===== src/hdl/lsu_cfg.svh =====
`ifndef LSU_CFG_SVH
`define LSU_CFG_SVH

// datapath and address width, fixed for rv32
`define LSU_XLEN 32

// major opcodes handled by the lsu
`define LSU_OP_LOAD  7'b0000011
`define LSU_OP_STORE 7'b0100011

// funct3 access codes
`define LSU_F3_B  3'b000
`define LSU_F3_H  3'b001
`define LSU_F3_W  3'b010
`define LSU_F3_BU 3'b100
`define LSU_F3_HU 3'b101

// axi response code for a good transfer
`define LSU_RESP_OKAY 2'b00

`endif

===== src/hdl/lsu_pkg.sv =====
`include "lsu_cfg.svh"

package lsu_pkg;

   typedef logic [`LSU_XLEN-1:0]   word_t;
   typedef logic [`LSU_XLEN-1:0]   addr_t;
   typedef logic [31:0]            inst_t;    // rv32 encodings are always 32 bits
   typedef logic [`LSU_XLEN/8-1:0] strb_t;
   typedef logic [1:0]             resp_t;

   // values match the axi size field
   typedef enum logic [2:0] {
      SIZE_BYTE = 3'b000,
      SIZE_HALF = 3'b001,
      SIZE_WORD = 3'b010
   } acc_size_e;

   typedef enum logic [1:0] {
      OP_NONE,
      OP_LOAD,
      OP_STORE
   } lsu_op_e;

   typedef enum logic [2:0] {
      ST_IDLE,
      ST_DISPATCH,
      ST_WRITE_ADDR,
      ST_WRITE_DATA,
      ST_WRITE_RESP,
      ST_READ_ADDR,
      ST_READ_DATA,
      ST_WB_WAIT
   } lsu_state_e;

   typedef struct packed {
      inst_t inst;
      addr_t addr;
      word_t wdata;     // store data, unshifted
      word_t result;    // execute result, replaced by load data
   } lsu_req_t;

   typedef struct packed {
      inst_t inst;
      word_t data;
   } lsu_wb_t;

   typedef struct packed {
      addr_t     addr;
      acc_size_e size;
   } axi_addr_t;

   typedef struct packed {
      word_t data;
      strb_t strb;
   } axi_wdata_t;

   typedef struct packed {
      word_t data;
      resp_t resp;
   } axi_rdata_t;

endpackage


===== src/hdl/lsu_top.sv =====
`timescale 1ns/1ps

module lsu_top import lsu_pkg::*; (
   input  logic       clock,
   input  logic       reset,

   input  lsu_req_t   req,
   input  logic       req_valid,
   output logic       req_ready,

   output lsu_wb_t    wb,
   output logic       wb_valid,
   input  logic       wb_ready,

   output axi_addr_t  aw,
   output logic       aw_valid,
   input  logic       aw_ready,
   output axi_wdata_t w,
   output logic       w_valid,
   input  logic       w_ready,
   input  resp_t      b_resp,
   input  logic       b_valid,
   output logic       b_ready,

   output axi_addr_t  ar,
   output logic       ar_valid,
   input  logic       ar_ready,
   input  axi_rdata_t r,
   input  logic       r_valid,
   output logic       r_ready,

   output logic       bus_error
);

   lsu_req_t  held;
   lsu_op_e   op;
   acc_size_e size;
   logic      is_unsigned;
   word_t     load_data;
   word_t     result;
   axi_addr_t addr_ch;

   // both address channels share the held address and decoded size
   assign addr_ch = '{addr: held.addr, size: size};
   assign aw      = addr_ch;
   assign ar      = addr_ch;
   assign wb      = '{inst: held.inst, data: result};

   lsu_decode u_decode (
      .inst        (held.inst),
      .op          (op),
      .size        (size),
      .is_unsigned (is_unsigned)
   );

   lsu_store_align u_store_align (
      .size (size),
      .addr (held.addr),
      .data (held.wdata),
      .w    (w)
   );

   lsu_load_extract u_load_extract (
      .size        (size),
      .addr        (held.addr),
      .is_unsigned (is_unsigned),
      .rdata       (r.data),
      .data        (load_data)
   );

   lsu_ctrl u_ctrl (
      .clock     (clock),
      .reset     (reset),
      .req       (req),
      .req_valid (req_valid),
      .req_ready (req_ready),
      .op        (op),
      .load_data (load_data),
      .held      (held),
      .wb_valid  (wb_valid),
      .wb_ready  (wb_ready),
      .aw_valid  (aw_valid),
      .aw_ready  (aw_ready),
      .w_valid   (w_valid),
      .w_ready   (w_ready),
      .b_resp    (b_resp),
      .b_valid   (b_valid),
      .b_ready   (b_ready),
      .ar_valid  (ar_valid),
      .ar_ready  (ar_ready),
      .r_resp    (r.resp),
      .r_valid   (r_valid),
      .r_ready   (r_ready),
      .result    (result),
      .bus_error (bus_error)
   );

endmodule


===== src/hdl/lsu_ctrl.sv =====
`timescale 1ns/1ps
`include "lsu_cfg.svh"

module lsu_ctrl import lsu_pkg::*; (
   input  logic     clock,
   input  logic     reset,

   input  lsu_req_t req,
   input  logic     req_valid,
   output logic     req_ready,

   input  lsu_op_e  op,           // decoded from held.inst
   input  word_t    load_data,    // extracted from the r channel
   output lsu_req_t held,

   output logic     wb_valid,
   input  logic     wb_ready,

   output logic     aw_valid,
   input  logic     aw_ready,
   output logic     w_valid,
   input  logic     w_ready,
   input  resp_t    b_resp,
   input  logic     b_valid,
   output logic     b_ready,

   output logic     ar_valid,
   input  logic     ar_ready,
   input  resp_t    r_resp,
   input  logic     r_valid,
   output logic     r_ready,

   output word_t    result,
   output logic     bus_error
);

   lsu_state_e state;
   lsu_state_e state_nxt;
   logic       accept;
   logic       r_fire;
   logic       b_err;
   logic       r_err;

   assign accept = req_valid && req_ready;
   assign r_fire = r_valid && r_ready;
   assign b_err  = b_valid && b_ready && (b_resp != `LSU_RESP_OKAY);
   assign r_err  = r_fire && (r_resp != `LSU_RESP_OKAY);

   // every handshake line is a plain state decode
   assign req_ready = (state == ST_IDLE);
   assign aw_valid  = (state == ST_WRITE_ADDR);
   assign w_valid   = (state == ST_WRITE_DATA);
   assign b_ready   = (state == ST_WRITE_RESP);
   assign ar_valid  = (state == ST_READ_ADDR);
   assign r_ready   = (state == ST_READ_DATA);
   assign wb_valid  = (state == ST_WB_WAIT);

   assign result = held.result;

   always_comb begin
      state_nxt = state;
      case (state)
         ST_IDLE: begin
            if (req_valid) state_nxt = ST_DISPATCH;
         end
         ST_DISPATCH: begin    // held request is decoded here
            case (op)
               OP_STORE: state_nxt = ST_WRITE_ADDR;
               OP_LOAD:  state_nxt = ST_READ_ADDR;
               default:  state_nxt = ST_WB_WAIT;
            endcase
         end
         ST_WRITE_ADDR: begin
            if (aw_ready) state_nxt = ST_WRITE_DATA;
         end
         ST_WRITE_DATA: begin
            if (w_ready) state_nxt = ST_WRITE_RESP;
         end
         ST_WRITE_RESP: begin
            if (b_valid) state_nxt = b_err ? ST_IDLE : ST_WB_WAIT;
         end
         ST_READ_ADDR: begin
            if (ar_ready) state_nxt = ST_READ_DATA;
         end
         ST_READ_DATA: begin
            if (r_valid) state_nxt = r_err ? ST_IDLE : ST_WB_WAIT;
         end
         ST_WB_WAIT: begin
            if (wb_ready) state_nxt = ST_IDLE;
         end
         default: state_nxt = ST_IDLE;
      endcase
   end

   always_ff @(posedge clock or posedge reset) begin
      if (reset) begin
         state     <= ST_IDLE;
         bus_error <= 1'b0;
      end else begin
         state     <= state_nxt;
         bus_error <= b_err || r_err;    // high for the cycle after the bad response
      end
   end

   // request and result registers
   always_ff @(posedge clock) begin
      if (accept) begin
         held <= req;
      end else if (r_fire && !r_err) begin
         held.result <= load_data;
      end
   end

endmodule


===== src/hdl/lsu_load_extract.sv =====
`timescale 1ns/1ps
`include "lsu_cfg.svh"

module lsu_load_extract import lsu_pkg::*; (
   input  acc_size_e size,
   input  addr_t     addr,
   input  logic      is_unsigned,
   input  word_t     rdata,
   output word_t     data
);

   logic [7:0]  lane_b;
   logic [15:0] lane_h;
   logic        fill_b;
   logic        fill_h;

   // byte lane picked by the low address bits
   assign lane_b = rdata[{addr[1:0], 3'b000} +: 8];
   assign lane_h = addr[1] ? rdata[31:16] : rdata[15:0];

   assign fill_b = !is_unsigned && lane_b[7];
   assign fill_h = !is_unsigned && lane_h[15];

   always_comb begin
      data = '0;
      case (size)
         SIZE_BYTE: data = {{(`LSU_XLEN-8){fill_b}}, lane_b};
         SIZE_HALF: begin
            if (!addr[0]) begin
               data = {{(`LSU_XLEN-16){fill_h}}, lane_h};
            end
         end
         SIZE_WORD: begin
            if (addr[1:0] == 2'b00) begin
               data = rdata;
            end
         end
         default: data = '0;
      endcase
   end

   // misaligned half and word fall through as zero

endmodule


===== src/hdl/lsu_store_align.sv =====
`timescale 1ns/1ps

module lsu_store_align import lsu_pkg::*; (
   input  acc_size_e  size,
   input  addr_t      addr,
   input  word_t      data,
   output axi_wdata_t w
);

   logic [1:0] offset;

   assign offset = addr[1:0];

   always_comb begin
      w.data = data;    // misaligned cases keep the raw data
      w.strb = '0;
      case (size)
         SIZE_BYTE: begin
            w.strb = strb_t'(4'b0001) << offset;
            w.data = word_t'(data[7:0]) << {offset, 3'b000};
         end
         SIZE_HALF: begin
            case (offset)
               2'b00: begin
                  w.strb = 4'b0011;
                  w.data = {16'b0, data[15:0]};
               end
               2'b10: begin
                  w.strb = 4'b1100;
                  w.data = {data[15:0], 16'b0};
               end
               default: w.strb = '0;    // odd offset, nothing written
            endcase
         end
         SIZE_WORD: begin
            if (offset == 2'b00) begin
               w.strb = 4'b1111;
            end
         end
         default: w.strb = '0;
      endcase
   end

endmodule


===== src/hdl/lsu_decode.sv =====
`timescale 1ns/1ps
`include "lsu_cfg.svh"

module lsu_decode import lsu_pkg::*; (
   input  inst_t     inst,
   output lsu_op_e   op,
   output acc_size_e size,
   output logic      is_unsigned
);

   logic [6:0] opcode;
   logic [2:0] funct3;

   assign opcode = inst[6:0];
   assign funct3 = inst[14:12];

   always_comb begin
      case (opcode)
         `LSU_OP_LOAD:  op = OP_LOAD;
         `LSU_OP_STORE: op = OP_STORE;
         default:       op = OP_NONE;
      endcase
   end

   // unsigned variants only exist for loads, a store with those codes acts as a byte
   always_comb begin
      size        = SIZE_BYTE;
      is_unsigned = 1'b0;
      if (op != OP_NONE) begin
         case (funct3)
            `LSU_F3_B:  size = SIZE_BYTE;
            `LSU_F3_H:  size = SIZE_HALF;
            `LSU_F3_W:  size = SIZE_WORD;
            `LSU_F3_BU: is_unsigned = (op == OP_LOAD);
            `LSU_F3_HU: begin
               if (op == OP_LOAD) begin
                  size        = SIZE_HALF;
                  is_unsigned = 1'b1;
               end
            end
            default:    size = SIZE_BYTE;
         endcase
      end
   end

endmodule


===== config.mk =====
export PLATFORM = sky130hd
export DESIGN_NAME = lsu_top
export DESIGN_NICKNAME = d
export VERILOG_FILES = /design/src/hdl/lsu_pkg.sv /design/src/hdl/lsu_top.sv /design/src/hdl/lsu_ctrl.sv /design/src/hdl/lsu_load_extract.sv /design/src/hdl/lsu_store_align.sv /design/src/hdl/lsu_decode.sv
export VERILOG_INCLUDE_DIRS = /design/src /design/src/hdl
export SDC_FILE = /design/constraint.sdc
export NUM_CORES = 1
export LEC_CHECK = 0
export ABC_AREA = 1
export BUFFER_PORTS_ARGS = -buffer_cell sky130_fd_sc_hd__buf_2
export CAP_MARGIN = 0
export CORE_UTILIZATION = 40
export CTS_CLUSTER_DIAMETER = 80
export DETAILED_ROUTE_END_ITERATION = 12
export PLACE_DENSITY = 0.69
export SLEW_MARGIN = 30
export SYNTH_ARGS = -nofsm -noshare
export SYNTH_HDL_FRONTEND = slang
export SYNTH_HIERARCHICAL = 1
export SYNTH_SLANG_ARGS = --single-unit

===== constraint.sdc =====
create_clock -name clock -period 2.99 [get_ports clock]
set_input_delay 0.598 -clock clock [delete_from_list [all_inputs] [get_ports clock]]
set_output_delay 0.598 -clock clock [all_outputs]
set_load 0.005 [all_outputs]

**Word level (Yosys, flattened, before mapping)**

Index checks and enable logic that the tools add are counted.

- Flip-flop bits (word level): 132
- Input port bits: 173
- Output and inout port bits: 178

- Eq/ne operators: 25
- Shifts and indexed selects: 3
- Multiplexer cells: 29
- Reduce and logical (&&, ||, !) cells: 19

Operators by type and width:

| operator | count |
|---|---|
| $mux 32 | 4 |
| $pmux 32 s2 | 2 |
| $pmux 32 s3 | 1 |
| $shiftx 32x6->8 | 1 |
| $shl 8x5->32 | 1 |
| $mux 3 | 10 |
| $pmux 3 s8 | 1 |
| $eq 3x3->1 const B | 6 |
| $mux 16 | 1 |
| $eq 3x2->1 const B | 4 |
| $pmux 4 s3 | 1 |
| $eq 3x1->1 const B | 3 |
| $pmux 3 s3 | 1 |
| $logic_and 1x1->1 | 8 |
| $ne 2x1->1 const B | 4 |
| $pmux 4 s2 | 1 |
| $reduce_bool 2->1 | 4 |
| $eq 7x2->1 const B | 1 |
| $eq 7x6->1 const B | 1 |
| $reduce_and 7->1 | 1 |
| $logic_not 3->1 | 2 |
| $ne 2x2->1 const B | 3 |
| $pmux 3 s2 | 1 |
| $eq 2x2->1 const B | 2 |
| 9 further kinds | 12 |

**Depth between registers and ports, before layout**

- Depth in word-level cells: 12
- Depth in mapped cells: 16

**Hierarchy**

The synthesis kept the hierarchy.

By module, submodules not included:

| module | times used | cells each | area an instance (um^2) | seq. area each (um^2) |
|---|---|---|---|---|
| lsu_ctrl | 1 | 345 | 4962.3 | 3943.8 |
| lsu_load_extract | 1 | 275 | 1273.7 | 0.0 |
| lsu_store_align | 1 | 178 | 789.5 | 0.0 |
| lsu_top | 1 | 35 | 262.8 | 0.0 |
| lsu_decode | 1 | 22 | 116.4 | 0.0 |

**Worst setup path before layout**

No wires, ideal clock.

- Path kind: register -> output
- Start: register, netlist name u_ctrl/held[99]
- End: output port w[12] (netlist name)
- Arrival: 2.269 ns
- Setup slack: 0.123 ns
- Stages on the path, launching flop included: 9
- Buffers on the path: 1
- Cells stage by stage: edfxtp_1 -> nor2_2 -> nand2_2 -> nor3b_1 -> nor2_2 -> buf_4 -> nand2_4 -> nand3_1 -> nand2_1

RTL lines:

| what | RTL line | text |
|---|---|---|
| end: declaration | lsu_top.sv:18 | `output axi_wdata_t w,` |

==> qor.csv <==
stage,metric,value,unit
outcome,outcome,"complete, no violations",
global_routing,initial antenna violation count,4,
worst_setup_path,Worst Setup End Kind,primary output,
clock_tree,htree depth,4,
sta,upper clock frequency limit,351.9,MHz
clock_tree,Clock Latency Late Sink,0.43,ns
floorplan,# IOs,351,
worst_setup_path,CP Class,flop to primary output,
synth,syn nets,1028,
clock_tree,Clock Path Buffers,2,
placement,HPWL after DPL,18270,um
sta,crit share post-route,95.04,%
worst_setup_path,most frequent CP cell,nor2_1,
sta,Max Slew Vio Count,0,
power_and_ir_drop,Pwr per Cell Area,687.7,nW/um^2
worst_setup_path,worst path required time,2.39,ns
sta,final setup violation count,0,
placement,gpl congestion,0.9165,
detailed_routing,DR WL/cell,17.06,um
detailed_routing,final WL,23640,um
sta,final hold violation count,0,
placement,pre-CTS setup slack,0.4497,ns
synth,post-synth design cell area,7405,um^2
clock_tree,number of clock sinks,132,
detailed_routing,total number of vias,6558,
layout,area delta synth->final,27.91,%
floorplan,cell row count,49,
synth,largest cells by area after synthesis,"edfxtp_1 52%, nand2_1 17%, buf_4 7.5%, nand3_1 4.9%, inv_1 3.2%",
detailed_routing,Iteration-0 DRC Markers,601,
clock_tree,CTS Buf Count,17,
detailed_routing,vias per cell,4.732,
clock_tree,Worst-path clk slew,0.06,ns
global_routing,first-pass GRT wire length,35010,um
power_and_ir_drop,VDD IR max,0.3951,mV
worst_setup_path,CP top delay family,simple AND/OR/NAND/NOR gates,
global_routing,via count of the first global-routing pass,5980,
worst_setup_path,Worst path depth,12,
global_routing,largest net degree at the start of global routing,65,
synth,Yosys Warn Count,6,
sta,Tmin final,2.842,ns
worst_setup_path,CP peak stage delay,0.40,ns
layout,Layout Cells excl Fill,1386,
sta,Slew HR,60.56,%
worst_setup_path,worst path cell trace,nand2_1 > inv_2 > nand2_2 > nor2_4 > nor2_1 > nor2_1 > buf_6 > nor2_1 > nand2_2 > nand3_1 > nand2_1 > buf_2,
hold_path,min-delay worst type,input pin to asynchronous set/reset pin,
sta,Min Hold Slack,0.03074,ns
layout,nets,1313,
global_routing,grt total ovfl,0,
synth,register area share after synthesis,53.26,%
placement,port bufs,348,
power_and_ir_drop,static leakage,4.806,nW
detailed_routing,Initial DRT Pass Iterations,6,
detailed_routing,DRC Markers,0,
worst_setup_path,Worst Path Buf+Inv,3,
placement,DP Cell Count,1345,
sta,Clock Skew,0.01838,ns
synth,syn avg cell area,8.660,um^2
clock_tree,clock tree from TritonCTS,done,
floorplan,Core Box Area,18020,um^2
synth,Synth Instances,855,
floorplan,die height,138.1,um
run,number of max-cap violations,0,
worst_setup_path,r2r setup slk,0.51,ns
synth,Synth cell types,30,
floorplan,Die W,138.1,um
sta,Worst Max-Slew Pin Slew,0.5916,ns
layout,share of layout cells above drive strength 1,38.94,%
worst_setup_path,worst path arrival time,2.24,ns
floorplan,DIE AREA,19060,um^2
clock_tree,CTS root buf,clkbuf_16,
worst_setup_path,Crit-path slowest cell,edfxtp_1,
worst_setup_path,crit path launch type,flop,
detailed_routing,Post-DRT Antenna Nets,0,
synth,Yosys top cell by area,edfxtp_1,
floorplan,Initial Utilization,41.08,%
worst_setup_path,worst r2r path cells,15,
sta,Worst Slack Setup Final,0.1483,ns
global_routing,gr usage total,24.42,%
worst_setup_path,Max Fanout on Critical Path,8,
synth,Synth top area share,51.91,%
synth,Seq cells post-synth,132,
-- worst reg2reg max path: stages (launching register included) --
cell and delay, ns:
edfxtp_1 0.43, nor2_4 0.17, nand2_2 0.08, nor2_4 0.13, nor2_1 0.05, nor2_1 0.11
buf_6 0.15, buf_4 0.11, nand3_2 0.15, inv_1 0.37, nand3_4 0.25, nand2_1 0.12
inv_1 0.05, nand2_2 0.05, nand2_1 0.06, nand2_1 0.08
-- flip-flops by register name (all words and copies together) (netlist names) --
name              cells
u_ctrl/held          96
u_ctrl/bus_error      1
u_ctrl/result        32
u_ctrl/state          3
-- layer usage --
layer	track usage [%]	wire length (um)	vias up
met5	0	0	-
li1	-	-	3251
met3	6.616	1805	37
met2	40.82	11770	340
met4	10.24	646	0
met1	29.70	9420	2930
-- timing repair --
item / 4_1_cts / 5_1_grt
endpoints found under the setup margin: 1 / 23
pin swaps: 0 / 2
hold buffers: 0 / 0
cloned: 0 / 0
resized for setup: 1 / 4
setup buffers: 0 / 5
-- placed cells by master (no fill, tap or decap), drive strengths merged --
cell,n
buf,363
nand2,362
edfxtp,128
inv,82
nand3,77
nor2,68
o21ai,21
clkbuf,18
nor3,9
nand4,6
clkinv,5
diode,4
dfrtp,4
a21oi,4
clkinvlp,1
bufinv,1
nand3b,1
o31ai,1
nor3b,1
conb,1
-- per-stage QoR --
step,power [mW],instance area [um^2],util [%],setup TNS (ns)
floorplan,3.893,7405,-,0
global placement,4.472,8820,48.93,0
detailed placement,4.496,8820,48.93,0
CTS,6.569,9398,52.14,0
global route,6.856,9469,52.53,-0.001133
finish,6.513,9472,52.55,0
-- kinds of logic after synthesis --
logic type	after synthesis	synth area share, %
AO/OA/AOI/OAI	26	1.842
flip-flops	132	53.26
buffers and inverters	172	13.74
other	1	0.05064
AND/OR/NAND/NOR	524	31.11
-- final timing paths --
check	end	start
max reg2reg	u_ctrl/result[23]	u_ctrl/held[100]
max in group asynchronous	u_ctrl/state[0]	reset
min reg2reg	u_ctrl/state[0]	u_ctrl/state[0]
min in group clock	u_ctrl/held[58]	req[58]
max	w[19]	u_ctrl/held[96]
min	u_ctrl/bus_error	reset
-- cell type report --
cell class	instances	area, um^2
well taps	229	286.5
repair buffers	363	1908
inverters	75	286.5
clock buffers	18	429.2
flip-flops and latches	132	3944
clock inverters	14	142.6
multi-input cells	551	2465
diodes	4	10.01
fillers	1710	8553
-- synthesized netlist by cell type --
cell / number
dfrtp_1: 4
nand2_4: 4
o21ai_0: 20
clkbuf_1: 1
nor2_4: 9
o31ai_1: 1
nand3_4: 2
inv_1: 64
buf_4: 74
nor3_4: 1
a21oi_1: 4
edfxtp_1: 128
nand4_1: 6
nand2_1: 339
conb_1: 1
nand2_2: 19
inv_4: 2
buf_6: 10
nor3_2: 1
nand3_1: 72
nor3b_1: 1
nor2_2: 2
nand3b_1: 1
buf_1: 1
inv_2: 9
o21ai_2: 1
nor2_1: 57
nand3_2: 3
nor3_1: 7
buf_2: 11
-- power by group --
part | leakage (nW) | internal (mW) | switching, mW
sequential | 1.23 | 2.49 | 0.204
clock | 0.278 | 1.17 | 0.882
combinational | 3.30 | 0.658 | 1.11
Power figures use the tool's default switching activity.
